[config.mk]
export PLATFORM = sky130hd
export DESIGN_NAME = adc_test_top
export DESIGN_NICKNAME = d
export VERILOG_FILES = /design/src/verilog/adc_test_pkg.sv /design/src/verilog/adc_sequencer.sv /design/src/verilog/sample_pattern_gen.sv /design/src/verilog/lane_fifo.sv /design/src/verilog/adc_test_top.sv
export SDC_FILE = /design/constraint.sdc
export NUM_CORES = 1
export LEC_CHECK = 0
export ABC_AREA = 1
export BUFFER_PORTS_ARGS = -buffer_cell sky130_fd_sc_hd__clkbuf_2
export CAP_MARGIN = 40
export CORE_ASPECT_RATIO = 0.8
export CORE_UTILIZATION = 56
export CTS_CLUSTER_DIAMETER = 50
export DETAILED_ROUTE_END_ITERATION = 12
export PLACE_DENSITY = 0.73
export SYNTH_ARGS = -nofsm -noshare
export SYNTH_HDL_FRONTEND = slang
export SYNTH_SLANG_ARGS = --single-unit
[constraint.sdc]
create_clock -name clk -period 6.05 [get_ports clk]
set_clock_uncertainty 0.15 [all_clocks]
set_input_delay 0.3025 -clock clk [delete_from_list [all_inputs] [get_ports clk]]
set_output_delay 0.3025 -clock clk [all_outputs]
set_load 0.02 [all_outputs]
[src/verilog/adc_test_pkg.sv]
package adc_test_pkg;

    typedef logic [7:0]  lane_byte_t;
    typedef logic [7:0]  lane_mask_t;
    typedef logic [31:0] stat_word_t;
    typedef logic [31:0] cmd_word_t;
    typedef logic [3:0]  samp_div_t;
    typedef logic [11:0] work_count_t;

    typedef enum logic [3:0] {
        IDLE,
        WAIT,
        INIT_IDLE, INIT_WORK, INIT_DONE,
        TYPE_IDLE, TYPE_WORK, TYPE_DONE,
        CONF_IDLE, CONF_WORK, CONF_DONE,
        CONV_IDLE, CONV_WORK, CONV_DONE
    } seq_state_t;

    localparam work_count_t NUM_INIT = 12'd16;
    localparam work_count_t NUM_TYPE = 12'd16;
    localparam work_count_t NUM_CONF = 12'd32;

    localparam int NUM_LANES    = 8;
    localparam int BURST_LEN    = 16;
    localparam int BURST_CW     = $clog2(BURST_LEN) + 1;
    localparam int FIFO_DEPTH   = 8;
    localparam int FIFO_AW      = $clog2(FIFO_DEPTH);
    localparam int SAMP_DIV_LSB = 20; // Sample interval sits in cache_cmd[23:20]

    // Lane 7 occupies the top byte
    localparam logic [8*NUM_LANES-1:0] LANE_BIAS = 64'h01030507090B0D0F;

    localparam logic [7:0]  DEVICE_TYPE = 8'hFF;
    localparam logic [15:0] DEVICE_TEMP = 16'h73F4;
    localparam logic [3:0]  DEVICE_STAT = 4'hF;

endpackage

[src/verilog/adc_sequencer.sv]
`timescale 1ns/100ps

module adc_sequencer (
    input  logic                     clk,
    input  logic                     rst,
    input  logic                     fs_init,
    input  logic                     fs_type,
    input  logic                     fs_conf,
    input  logic                     fs_conv,
    output logic                     fd_init,
    output logic                     fd_type,
    output logic                     fd_conf,
    output logic                     fd_conv,
    output logic                     burst_start,
    input  logic                     burst_done,
    output adc_test_pkg::stat_word_t cache_stat
);

    adc_test_pkg::seq_state_t  state;
    adc_test_pkg::seq_state_t  next_state;
    adc_test_pkg::work_count_t num;
    logic [15:0]               device_temp;
    logic [7:0]                device_type;

    assign cache_stat = {device_temp, device_type, adc_test_pkg::DEVICE_STAT, 4'h0};

    assign fd_init     = (state == adc_test_pkg::INIT_DONE);
    assign fd_type     = (state == adc_test_pkg::TYPE_DONE);
    assign fd_conf     = (state == adc_test_pkg::CONF_DONE);
    assign fd_conv     = (state == adc_test_pkg::CONV_DONE);
    assign burst_start = (state == adc_test_pkg::CONV_WORK);

    always_ff @(posedge clk or posedge rst) begin
        if (rst) begin
            state <= adc_test_pkg::IDLE;
        end else begin
            state <= next_state;
        end
    end

    always_comb begin
        next_state = state;
        case (state)
            adc_test_pkg::IDLE: next_state = adc_test_pkg::WAIT;
            adc_test_pkg::WAIT: begin
                if (fs_init) begin // Fixed priority init, type, conf, conv
                    next_state = adc_test_pkg::INIT_IDLE;
                end else if (fs_type) begin
                    next_state = adc_test_pkg::TYPE_IDLE;
                end else if (fs_conf) begin
                    next_state = adc_test_pkg::CONF_IDLE;
                end else if (fs_conv) begin
                    next_state = adc_test_pkg::CONV_IDLE;
                end
            end

            adc_test_pkg::INIT_IDLE: next_state = adc_test_pkg::INIT_WORK;
            adc_test_pkg::INIT_WORK: begin
                if (num >= adc_test_pkg::NUM_INIT - 1'b1) begin
                    next_state = adc_test_pkg::INIT_DONE;
                end
            end
            adc_test_pkg::INIT_DONE: begin
                if (!fs_init) begin
                    next_state = adc_test_pkg::WAIT;
                end
            end

            adc_test_pkg::TYPE_IDLE: next_state = adc_test_pkg::TYPE_WORK;
            adc_test_pkg::TYPE_WORK: begin
                if (num >= adc_test_pkg::NUM_TYPE - 1'b1) begin
                    next_state = adc_test_pkg::TYPE_DONE;
                end
            end
            adc_test_pkg::TYPE_DONE: begin
                if (!fs_type) begin
                    next_state = adc_test_pkg::WAIT;
                end
            end

            adc_test_pkg::CONF_IDLE: next_state = adc_test_pkg::CONF_WORK;
            adc_test_pkg::CONF_WORK: begin
                if (num >= adc_test_pkg::NUM_CONF - 1'b1) begin
                    next_state = adc_test_pkg::CONF_DONE;
                end
            end
            adc_test_pkg::CONF_DONE: begin
                if (!fs_conf) begin
                    next_state = adc_test_pkg::WAIT;
                end
            end

            adc_test_pkg::CONV_IDLE: next_state = adc_test_pkg::CONV_WORK;
            adc_test_pkg::CONV_WORK: begin
                if (burst_done) begin // Length set by the generator, not by num
                    next_state = adc_test_pkg::CONV_DONE;
                end
            end
            adc_test_pkg::CONV_DONE: begin
                if (!fs_conv) begin
                    next_state = adc_test_pkg::WAIT;
                end
            end

            default: next_state = adc_test_pkg::IDLE;
        endcase
    end

    always_ff @(posedge clk or posedge rst) begin
        if (rst) begin
            num <= '0;
        end else if (state == adc_test_pkg::INIT_WORK || state == adc_test_pkg::TYPE_WORK ||
                     state == adc_test_pkg::CONF_WORK) begin
            num <= num + 1'b1;
        end else begin
            num <= '0;
        end
    end

    // Status fields latch as the FSM enters the matching IDLE state
    always_ff @(posedge clk or posedge rst) begin
        if (rst) begin
            device_type <= '0;
            device_temp <= '0;
        end else if (state == adc_test_pkg::IDLE) begin
            device_type <= '0;
            device_temp <= '0;
        end else begin
            if (next_state == adc_test_pkg::TYPE_IDLE) begin
                device_type <= adc_test_pkg::DEVICE_TYPE;
            end
            if (next_state == adc_test_pkg::CONF_IDLE) begin
                device_temp <= adc_test_pkg::DEVICE_TEMP;
            end
        end
    end

    a_one_done: assert property (@(posedge clk) disable iff (rst)
        $onehot0({fd_init, fd_type, fd_conf, fd_conv}));

endmodule

[src/verilog/sample_pattern_gen.sv]
`timescale 1ns/100ps

module sample_pattern_gen (
    input  logic                                 clk,
    input  logic                                 rst,
    input  logic                                 burst_start,
    input  adc_test_pkg::samp_div_t              samp_div,
    input  adc_test_pkg::lane_mask_t             lane_full,
    output adc_test_pkg::lane_mask_t             lane_wr,
    output logic [8*adc_test_pkg::NUM_LANES-1:0] lane_data,
    output logic                                 burst_done
);

    adc_test_pkg::samp_div_t           div_cnt;
    logic [adc_test_pkg::BURST_CW-1:0] wr_cnt;
    logic                              tick;
    logic                              wr;

    assign burst_done = (wr_cnt == adc_test_pkg::BURST_LEN);
    assign tick       = (div_cnt >= samp_div); // Tolerates samp_div dropping mid-burst
    assign wr         = burst_start && !burst_done && tick && (lane_full == '0);
    assign lane_wr    = {adc_test_pkg::NUM_LANES{wr}};

    always_comb begin
        for (int i = 0; i < adc_test_pkg::NUM_LANES; i++) begin
            lane_data[8*i +: 8] = adc_test_pkg::LANE_BIAS[8*i +: 8] +
                                  adc_test_pkg::lane_byte_t'(wr_cnt);
        end
    end

    // A due sample waits at the tick while a lane is full
    always_ff @(posedge clk or posedge rst) begin
        if (rst) begin
            div_cnt <= '0;
            wr_cnt  <= '0;
        end else if (!burst_start) begin
            div_cnt <= '0;
            wr_cnt  <= '0;
        end else if (wr) begin
            div_cnt <= '0;
            wr_cnt  <= wr_cnt + 1'b1;
        end else if (!tick) begin
            div_cnt <= div_cnt + 1'b1;
        end
    end

    a_no_write_full: assert property (@(posedge clk) disable iff (rst)
        (lane_wr != '0) |-> (lane_full == '0));

endmodule

[src/verilog/lane_fifo.sv]
`timescale 1ns/100ps

module lane_fifo (
    input  logic                     clk,
    input  logic                     rst,
    input  logic                     wr_en,
    input  adc_test_pkg::lane_byte_t din,
    output logic                     full,
    input  logic                     rd_en,
    output adc_test_pkg::lane_byte_t dout,
    output logic                     empty
);

    adc_test_pkg::lane_byte_t         mem [adc_test_pkg::FIFO_DEPTH];
    logic [adc_test_pkg::FIFO_AW-1:0] wr_ptr;
    logic [adc_test_pkg::FIFO_AW-1:0] rd_ptr;
    logic [adc_test_pkg::FIFO_AW:0]   count;
    logic                             do_wr;
    logic                             do_rd;

    assign full  = (count == adc_test_pkg::FIFO_DEPTH);
    assign empty = (count == '0);
    assign do_wr = wr_en && !full;
    assign do_rd = rd_en && !empty; // Reads on an empty FIFO are dropped

    always_ff @(posedge clk or posedge rst) begin
        if (rst) begin
            wr_ptr <= '0;
            rd_ptr <= '0;
            count  <= '0;
        end else begin
            if (do_wr) begin
                wr_ptr <= wr_ptr + 1'b1;
            end
            if (do_rd) begin
                rd_ptr <= rd_ptr + 1'b1;
            end
            case ({do_wr, do_rd})
                2'b10:   count <= count + 1'b1;
                2'b01:   count <= count - 1'b1;
                default: count <= count;
            endcase
        end
    end

    always_ff @(posedge clk) begin
        if (do_wr) begin
            mem[wr_ptr] <= din;
        end
        if (do_rd) begin
            dout <= mem[rd_ptr]; // Held until the next accepted read
        end
    end

    a_no_write_full: assert property (@(posedge clk) disable iff (rst)
        wr_en |-> !full);

    a_count_bound: assert property (@(posedge clk) disable iff (rst)
        count <= adc_test_pkg::FIFO_DEPTH);

endmodule

[src/verilog/adc_test_top.sv]
`timescale 1ns/100ps

module adc_test_top (
    input  logic                                 clk,
    input  logic                                 rst,
    input  logic                                 fs_init,
    input  logic                                 fs_type,
    input  logic                                 fs_conf,
    input  logic                                 fs_conv,
    output logic                                 fd_init,
    output logic                                 fd_type,
    output logic                                 fd_conf,
    output logic                                 fd_conv,
    input  adc_test_pkg::cmd_word_t              cache_cmd,
    output adc_test_pkg::stat_word_t             cache_stat,
    input  adc_test_pkg::lane_mask_t             fifo_rxen,
    output logic [8*adc_test_pkg::NUM_LANES-1:0] fifo_rxd,
    output adc_test_pkg::lane_mask_t             fifo_empty
);

    logic                                 burst_start;
    logic                                 burst_done;
    adc_test_pkg::samp_div_t              samp_div;
    adc_test_pkg::lane_mask_t             lane_full;
    adc_test_pkg::lane_mask_t             lane_wr;
    logic [8*adc_test_pkg::NUM_LANES-1:0] lane_data;

    assign samp_div = cache_cmd[adc_test_pkg::SAMP_DIV_LSB +: $bits(adc_test_pkg::samp_div_t)];

    adc_sequencer i_sequencer (
        .clk         (clk),
        .rst         (rst),
        .fs_init     (fs_init),
        .fs_type     (fs_type),
        .fs_conf     (fs_conf),
        .fs_conv     (fs_conv),
        .fd_init     (fd_init),
        .fd_type     (fd_type),
        .fd_conf     (fd_conf),
        .fd_conv     (fd_conv),
        .burst_start (burst_start),
        .burst_done  (burst_done),
        .cache_stat  (cache_stat)
    );

    sample_pattern_gen i_pattern_gen (
        .clk         (clk),
        .rst         (rst),
        .burst_start (burst_start),
        .samp_div    (samp_div),
        .lane_full   (lane_full),
        .lane_wr     (lane_wr),
        .lane_data   (lane_data),
        .burst_done  (burst_done)
    );

    for (genvar i = 0; i < adc_test_pkg::NUM_LANES; i++) begin : g_lane
        lane_fifo i_fifo (
            .clk   (clk),
            .rst   (rst),
            .wr_en (lane_wr[i]),
            .din   (lane_data[8*i +: 8]),
            .full  (lane_full[i]),
            .rd_en (fifo_rxen[i]),
            .dout  (fifo_rxd[8*i +: 8]),
            .empty (fifo_empty[i])
        );
    end

endmodule

==> results of run 1 <==
==> tightest hold or removal path: cells and delay by family <==
kind / cells / cell delay [ns]
buf+inv: 2 / 0.15
simple gates: 5 / 0.31
==> registers in the layout, indices dropped and copies added (netlist names) <==
| register | count |
|---|---|
| g_lane.i_fifo.count | 32 |
| g_lane.i_fifo.dout | 48 |
| g_lane.i_fifo.mem | 384 |
| g_lane.i_fifo.rd_ptr | 24 |
| g_lane.i_fifo.wr_ptr | 24 |
| i_pattern_gen.div_cnt | 4 |
| i_pattern_gen.wr_cnt | 5 |
| i_sequencer.device_temp | 1 |
| i_sequencer.device_type | 1 |
| i_sequencer.num | 12 |
| i_sequencer.state | 4 |
==> layout make-up <==
type	count	area [um^2]	share of cell area (%)
sequential	539	15700	60.1
clock buffer	76	1510	5.81
tap	544	681	2.62
clock inverter	21	267	1.02
timing repair buffer	141	828	3.18
multi-input combinational	1252	6430	24.7
inverter	175	659	2.53
==> report_power, final <==
group          switching [mW]  internal [mW]
Combinational            2.03           1.02
Clock                    1.37           1.99
Sequential              0.527           4.44
Total                    3.92           7.45
==> cell families (layout without fill, tap and decap cells) <==
group | after synthesis | count (layout) | synth area share [%]
xor gates and xnor gates | 58 | 58 | 2.18
and+or+nand+nor | 750 | 750 | 13.3
adders and majority gates | 57 | 57 | 3.32
other | 2 | 30 | 0.0322
AOI/OAI and AO/OA | 357 | 357 | 8.33
DFF | 539 | 539 | 67.2
buffers and inverters | 293 | 413 | 5.70
==> Yosys cell counts, drive strengths merged <==
cell / number
nor2: 441
edfxtp: 432
o21ai: 236
nand2: 209
inv: 174
dfrtp: 107
buf: 61
clkbuf: 57
o22ai: 52
xor2: 50
ha: 49
a31oi: 48
nor3: 48
nand3: 41
a21oi: 10
a211oi: 8
fa: 8
xnor2: 8
nand4: 7
conb: 2
or2: 2
a2111oi: 1
and3: 1
clkinv: 1
nand2b: 1
o21bai: 1
o31ai: 1
==> cell usage in the layout (no fill, tap or decap), types with 2 or more instances in the layout <==
master	synthesis	layout
nor2_1	439	439
edfxtp_1	432	432
o21ai_0	235	235
nand2_1	194	194
inv_1	167	165
dfrtp_1	107	107
clkbuf_2	0	96
clkbuf_16	0	53
o22ai_1	52	52
xor2_1	50	50
ha_1	49	49
a31oi_1	48	48
nand3_1	40	40
nor3_1	38	38
conb_1	2	30
buf_2	3	25
nand2_2	14	14
clkbuf_1	57	13
dlygate4sd3_1	0	13
a21oi_1	10	10
clkbuf_8	0	10
nor3_2	9	9
inv_2	7	8
xnor2_1	8	8
a211oi_1	8	8
fa_1	8	8
nand4_1	7	7
bufinv_16	0	6
clkinv_2	0	6
clkinv_1	1	5
buf_4	56	5
or2_2	2	2
inv_6	0	2
clkinvlp_4	0	2
buf_16	0	2
==> worst paths after layout <==
path | from | to | slack, ns
min in group asynchronous | rst | g_lane[0].i_fifo.rd_ptr[0] | 0.15
hold reg to reg | g_lane[2].i_fifo.count[0] | g_lane[2].i_fifo.count[0] | 0.34
setup reg to reg | i_pattern_gen.div_cnt[1] | g_lane[2].i_fifo.mem[6][4] | 2.45
max in group asynchronous | rst | g_lane[7].i_fifo.wr_ptr[2] | 4.56
hold / removal | fs_type | i_sequencer.state[1] | 0.07
setup / recovery | i_pattern_gen.div_cnt[1] | g_lane[2].i_fifo.mem[6][4] | 2.45
==> metal layers <==
layer	routed length, um	vias to the layer above	track usage, %
li1	-	7204	-
met1	20600	7284	30.9
met3	2530	87	3.14
met4	1000	0	6.75
met2	22300	447	37.6
met5	0	-	0
==> what timing repair did <==
item                                   CTS  global route
setup buffers                            0             0
endpoints found under the hold margin   46             0
hold buffers                            13             0
==> impl_metrics.tcl, run 1 <==
set metrics [dict create \
    core_area_um2 40800 \
    clk_latency_ns 0.59 \
    placed_area_um2 24100 \
    drive_gt1_share_pct 11.3 \
    endpoint_kind "flop" \
    drc 0 \
    synth_area_um2 23300 \
    design_area_um2 26000 \
    io_pins 154 \
    clock-root-buffer "clkbuf_16" \
    tightest_slew_ns 0.930 \
    seq_area_frac_synth_pct 67.2 \
    syn_to_final_growth_pct 11.7 \
    path_buf_inv 1 \
    synth_top_area_share_pct 55.7 \
    synth_area_leaders "edfxtp_1 (56%), dfrtp_1 (11%), nor2_1 (7.1%)" \
    critical_path_required_ns 6.11 \
    hpwl_mm 29.7 \
    die_x_um 230 \
    path_clk_slew_ns 0.06 \
    io_buffers 95 \
    nNetsFinal 2264 \
    wl_mm 46.4 \
    grt_setup_unrepaired "false" \
    cts_tree "done" \
    routedWlPerCell_um 16.9 \
    layoutNonFillerInstCount 2748 \
    hp-class "in2reg" \
    cp_top_family "simple AND/OR/NAND/NOR gates" \
    crit_top_cell "nand3_1" \
    final_antenna_net_count 0 \
    cts_resized 0 \
    max_clock_freq_mhz 278 \
    diodes 0 \
    dieArea_um2 42400 \
    p_leak_nw 9.62 \
    ir_drop_mv 0.316 \
    via_count 15022 \
    max_stage_delay_ns 0.76 \
    yosysTopAreaCell "edfxtp_1" \
    syn_inst 2056 \
    pre_cts_ws_ns 2.54 \
    fin_crit_sh_pct 59.6 \
    yosysWarnings 0 \
    timing.final.setup_violations 0 \
    whs_path_depth 7 \
    placed_cells 2630 \
    layout_setup_ws_ns 2.45 \
    grt_first_pass_wirelength_mm 75.6 \
    path_cells "ha_1, inv_1, o21bai_1, nand3_1, nand3_1, nand3_4, nor2_8, nand2_1, nor3_1" \
    final.fill_count 3051 \
    rows 66 \
    groute.usage.overall_pct 22.5 \
    period_minus_slack_ns 3.60 \
    drt_iter0_markers 1197 \
    crit_type "reg2reg" \
    initial_core_util_pct 57.1 \
    antenna_found_initial 0 \
    startpoint_type "flop" \
    synth.distinct_cells 38 \
    p_total_mw 11.4 \
    die_h_um 184 \
    hold_ws_ns 0.0703 \
    ff2ff_path_depth 9 \
    maxSlewHeadroom_pct 37.5 \
    fin_setup_tns_ns 0 \
    outcome "finished, final reports clean" \
    via_per_inst 5.47 \
    arrival_ns 3.67 \
    maxCapViolCount 0 \
    crit_slowest_cell "nor3_1" \
    place.gp.congestion 0.868 \
    grt_overflow 0 \
    cts_buffer_depth 3 \
    maxSlewViolCount 0 \
    synth.avg_cell_area_um2 11.3 \
    htreeDepth 2 \
    cts.sinks 539 \
    grt_pass1_vias 14678 \
    first_pass_iters 5 \
    hold_viol 0 \
    power_density_nw_per_um2 437 \
    final_util_pct 63.8 \
    ys_ff_latch 539 \
    crit_path_max_fanout 41 \
    numCtsBuffers 52 \
    grt_max_degree 72 \
    path_depth 9 \
]
Power figures use the tool's default switching activity.
==> run 2, diff against run 1 <==
CORE_UTILIZATION = 55   (was 56)
PLACE_DENSITY = 0.74   (was 0.73)
clock period = 2.99 ns   (was 6.05 ns; I/O delays follow)
==> run 2 against run 1 <==
- combinational power up 130%
- sequential cell count is the same
- utilization rose by 0.42 points
==> impl_metrics.tcl, run 2 (synthesized netlist as in run 1, its figures left out) <==
set metrics [dict create \
    outcome "finished, final reports clean" \
    largest_register_ffs 384 \
    groute.usage.overall_pct 22.7 \
    cts_buffer_depth 3 \
    endpoint_kind "flop" \
    maxCapViolCount 0 \
    power_density_nw_per_um2 870 \
    tightest_slew_ns 0.886 \
    maxSlewHeadroom_pct 41.0 \
    core_area_um2 41800 \
    die_h_um 186 \
    drc 0 \
    io_buffers 95 \
    fin_crit_sh_pct 99.2 \
    grt_setup_unrepaired "true" \
    diodes 0 \
    period_minus_slack_ns 2.97 \
    max_stage_delay_ns 0.41 \
    final_antenna_net_count 0 \
    ir_drop_mv 0.558 \
    place.gp.congestion 0.866 \
    arrival_ns 3.30 \
    clk_latency_ns 0.60 \
    hp-class "in2reg" \
    r2r-start "i_pattern_gen.div_cnt[3]" \
    maxSlewViolCount 0 \
    max_clock_freq_mhz 337 \
    worstHoldStart "cache_cmd[20]" \
    rows 67 \
    drt_iter0_markers 1238 \
    crit_top_cell "nor2_1" \
    hold_viol 0 \
    numCtsBuffers 53 \
    min_to "i_pattern_gen.div_cnt[1]" \
    cts_tree "done" \
    critical_path_required_ns 3.32 \
    io_pins 154 \
    ff2ff_setup_slack_ns 0.02 \
    first_pass_iters 5 \
    placed_area_um2 24800 \
    regMostFlops "g_lane.i_fifo.mem" \
    syn_to_final_growth_pct 15.3 \
    p_leak_nw 9.98 \
    placed_cells 2703 \
    crit_type "reg2reg" \
    routedWlPerCell_um 17.0 \
    crit_path_max_fanout 6 \
    ff2ff_path_depth 16 \
    layoutNonFillerInstCount 2827 \
    timing.final.setup_violations 0 \
    antenna_found_initial 0 \
    final_cell_mix "nor2_1 (438), edfxtp_1 (432), o21ai_0 (235)" \
    path_cells "ha_1, a21oi_1, nand3_2, nand3_4, inv_8, buf_6, nand2_2, ha_4, ha_4, nand2_2, nor2_1, a211oi_2, nor2_1, nor2_1, nand2_1, xor2_1" \
    hpwl_mm 31.0 \
    initial_core_util_pct 55.7 \
    grt_overflow 0 \
    grt_max_degree 73 \
    reg_top3 "g_lane.i_fifo.mem x384, g_lane.i_fifo.dout x48, g_lane.i_fifo.count x32" \
    startpoint_type "flop" \
    design_area_um2 26900 \
    worstReg2RegEnd "g_lane[4].i_fifo.count[3]" \
    final_common_cell "nor2_1" \
    dieArea_um2 43200 \
    grt_pass1_vias 15215 \
    nNetsFinal 2334 \
    clock-root-buffer "clkbuf_16" \
    hold_ws_ns 0.204 \
    via_count 15361 \
    path_clk_slew_ns 0.06 \
    crit_slowest_cell "dfrtp_1" \
    die_x_um 232 \
    final_util_pct 64.2 \
    drive_gt1_share_pct 15.2 \
    htreeDepth 2 \
    cts.sinks 539 \
    whs_path_depth 7 \
    grt_first_pass_wirelength_mm 76.9 \
    wl_mm 48.1 \
    via_per_inst 5.43 \
]
## run 2: cell types whose count changed in the layout (fill, tap and decap cells not counted), sizes merged
cell,before,now
clkbuf,172,164
clkinvlp,2,3
clkinv,12,22
bufinv,6,4
buf,32,95
dlygate4sd3,13,20
## run 2: worst max path at each step
| stage | from | to | slack (ns) | cells after the start |
|---|---|---|---|---|
| final | i_pattern_gen.div_cnt[3] | g_lane[4].i_fifo.count[3] | 0.02 | 16 |
| after global routing | i_pattern_gen.div_cnt[1] | g_lane[4].i_fifo.count[3] | -0.12 | 18 |
| after CTS | i_pattern_gen.div_cnt[1] | g_lane[7].i_fifo.count[3] | 0.07 | 17 |
| after detailed placement | i_pattern_gen.div_cnt[1] | g_lane[1].i_fifo.count[3] | 0.03 | 17 |
| after global placement | i_pattern_gen.div_cnt[1] | g_lane[6].i_fifo.count[3] | 0.13 | 17 |
| after floorplan | i_pattern_gen.wr_cnt[0] | g_lane[3].i_fifo.count[3] | -0.25 | 18 |
## run 2: critical path, delay by kind of cell, from the launching register on
kind,cells,cell delay (ns)
AOI/OAI and AO/OA,2,0.43
xor gates and xnor gates,1,0.16
adders and majority gates,3,0.71
buffers and inverters,2,0.17
DFF,1,0.41
and+or+nand+nor,8,0.81
## run 2: area by class of cell
type                       count  area [um^2]
sequential                   539        15700
clock inverter                30          262
tap                          552          691
timing repair buffer         210         1440
inverter                     175          672
fill                        3091        15000
multi-input combinational   1252         6670
clock buffer                  69         1480
## run 2: what timing repair did
action	4_1_cts	5_1_grt
hold buffers	20	0
hold endpoints to repair	144	0
buffers inserted	0	5
endpoints found under the setup margin	1	9
resized for setup	1	11
pin swaps	0	7
## run 2: routing by layer
layer / global-route usage, % / vias to the layer above / share of wire [%]
met3: 5.13 / 91 / 6.7
met4: 7.34 / 0 / 2.5
met1: 30.4 / 7458 / 43
li1: - / 7342 / -
met5: 0 / - / 0
met2: 37.1 / 470 / 48
## run 2: report_power, final
group | total, mW | internal [mW] | switching, mW
clock network | 6.63 | 3.84 | 2.80
logic | 7.05 | 2.40 | 4.66
registers | 9.69 | 9.00 | 0.697
total | 23.4 | 15.2 | 8.15
## run 2: metrics by stage
stage	TNS [ns]	total power, mW	setup slack [ns]
finish	0	23.4	0.0233
global route	-0.997	24.8	-0.120
CTS	0	23.4	0.0738
detailed placement	0	16.7	0.0270
global placement	0	16.4	0.134
floorplan	-1.17	14.9	-0.246
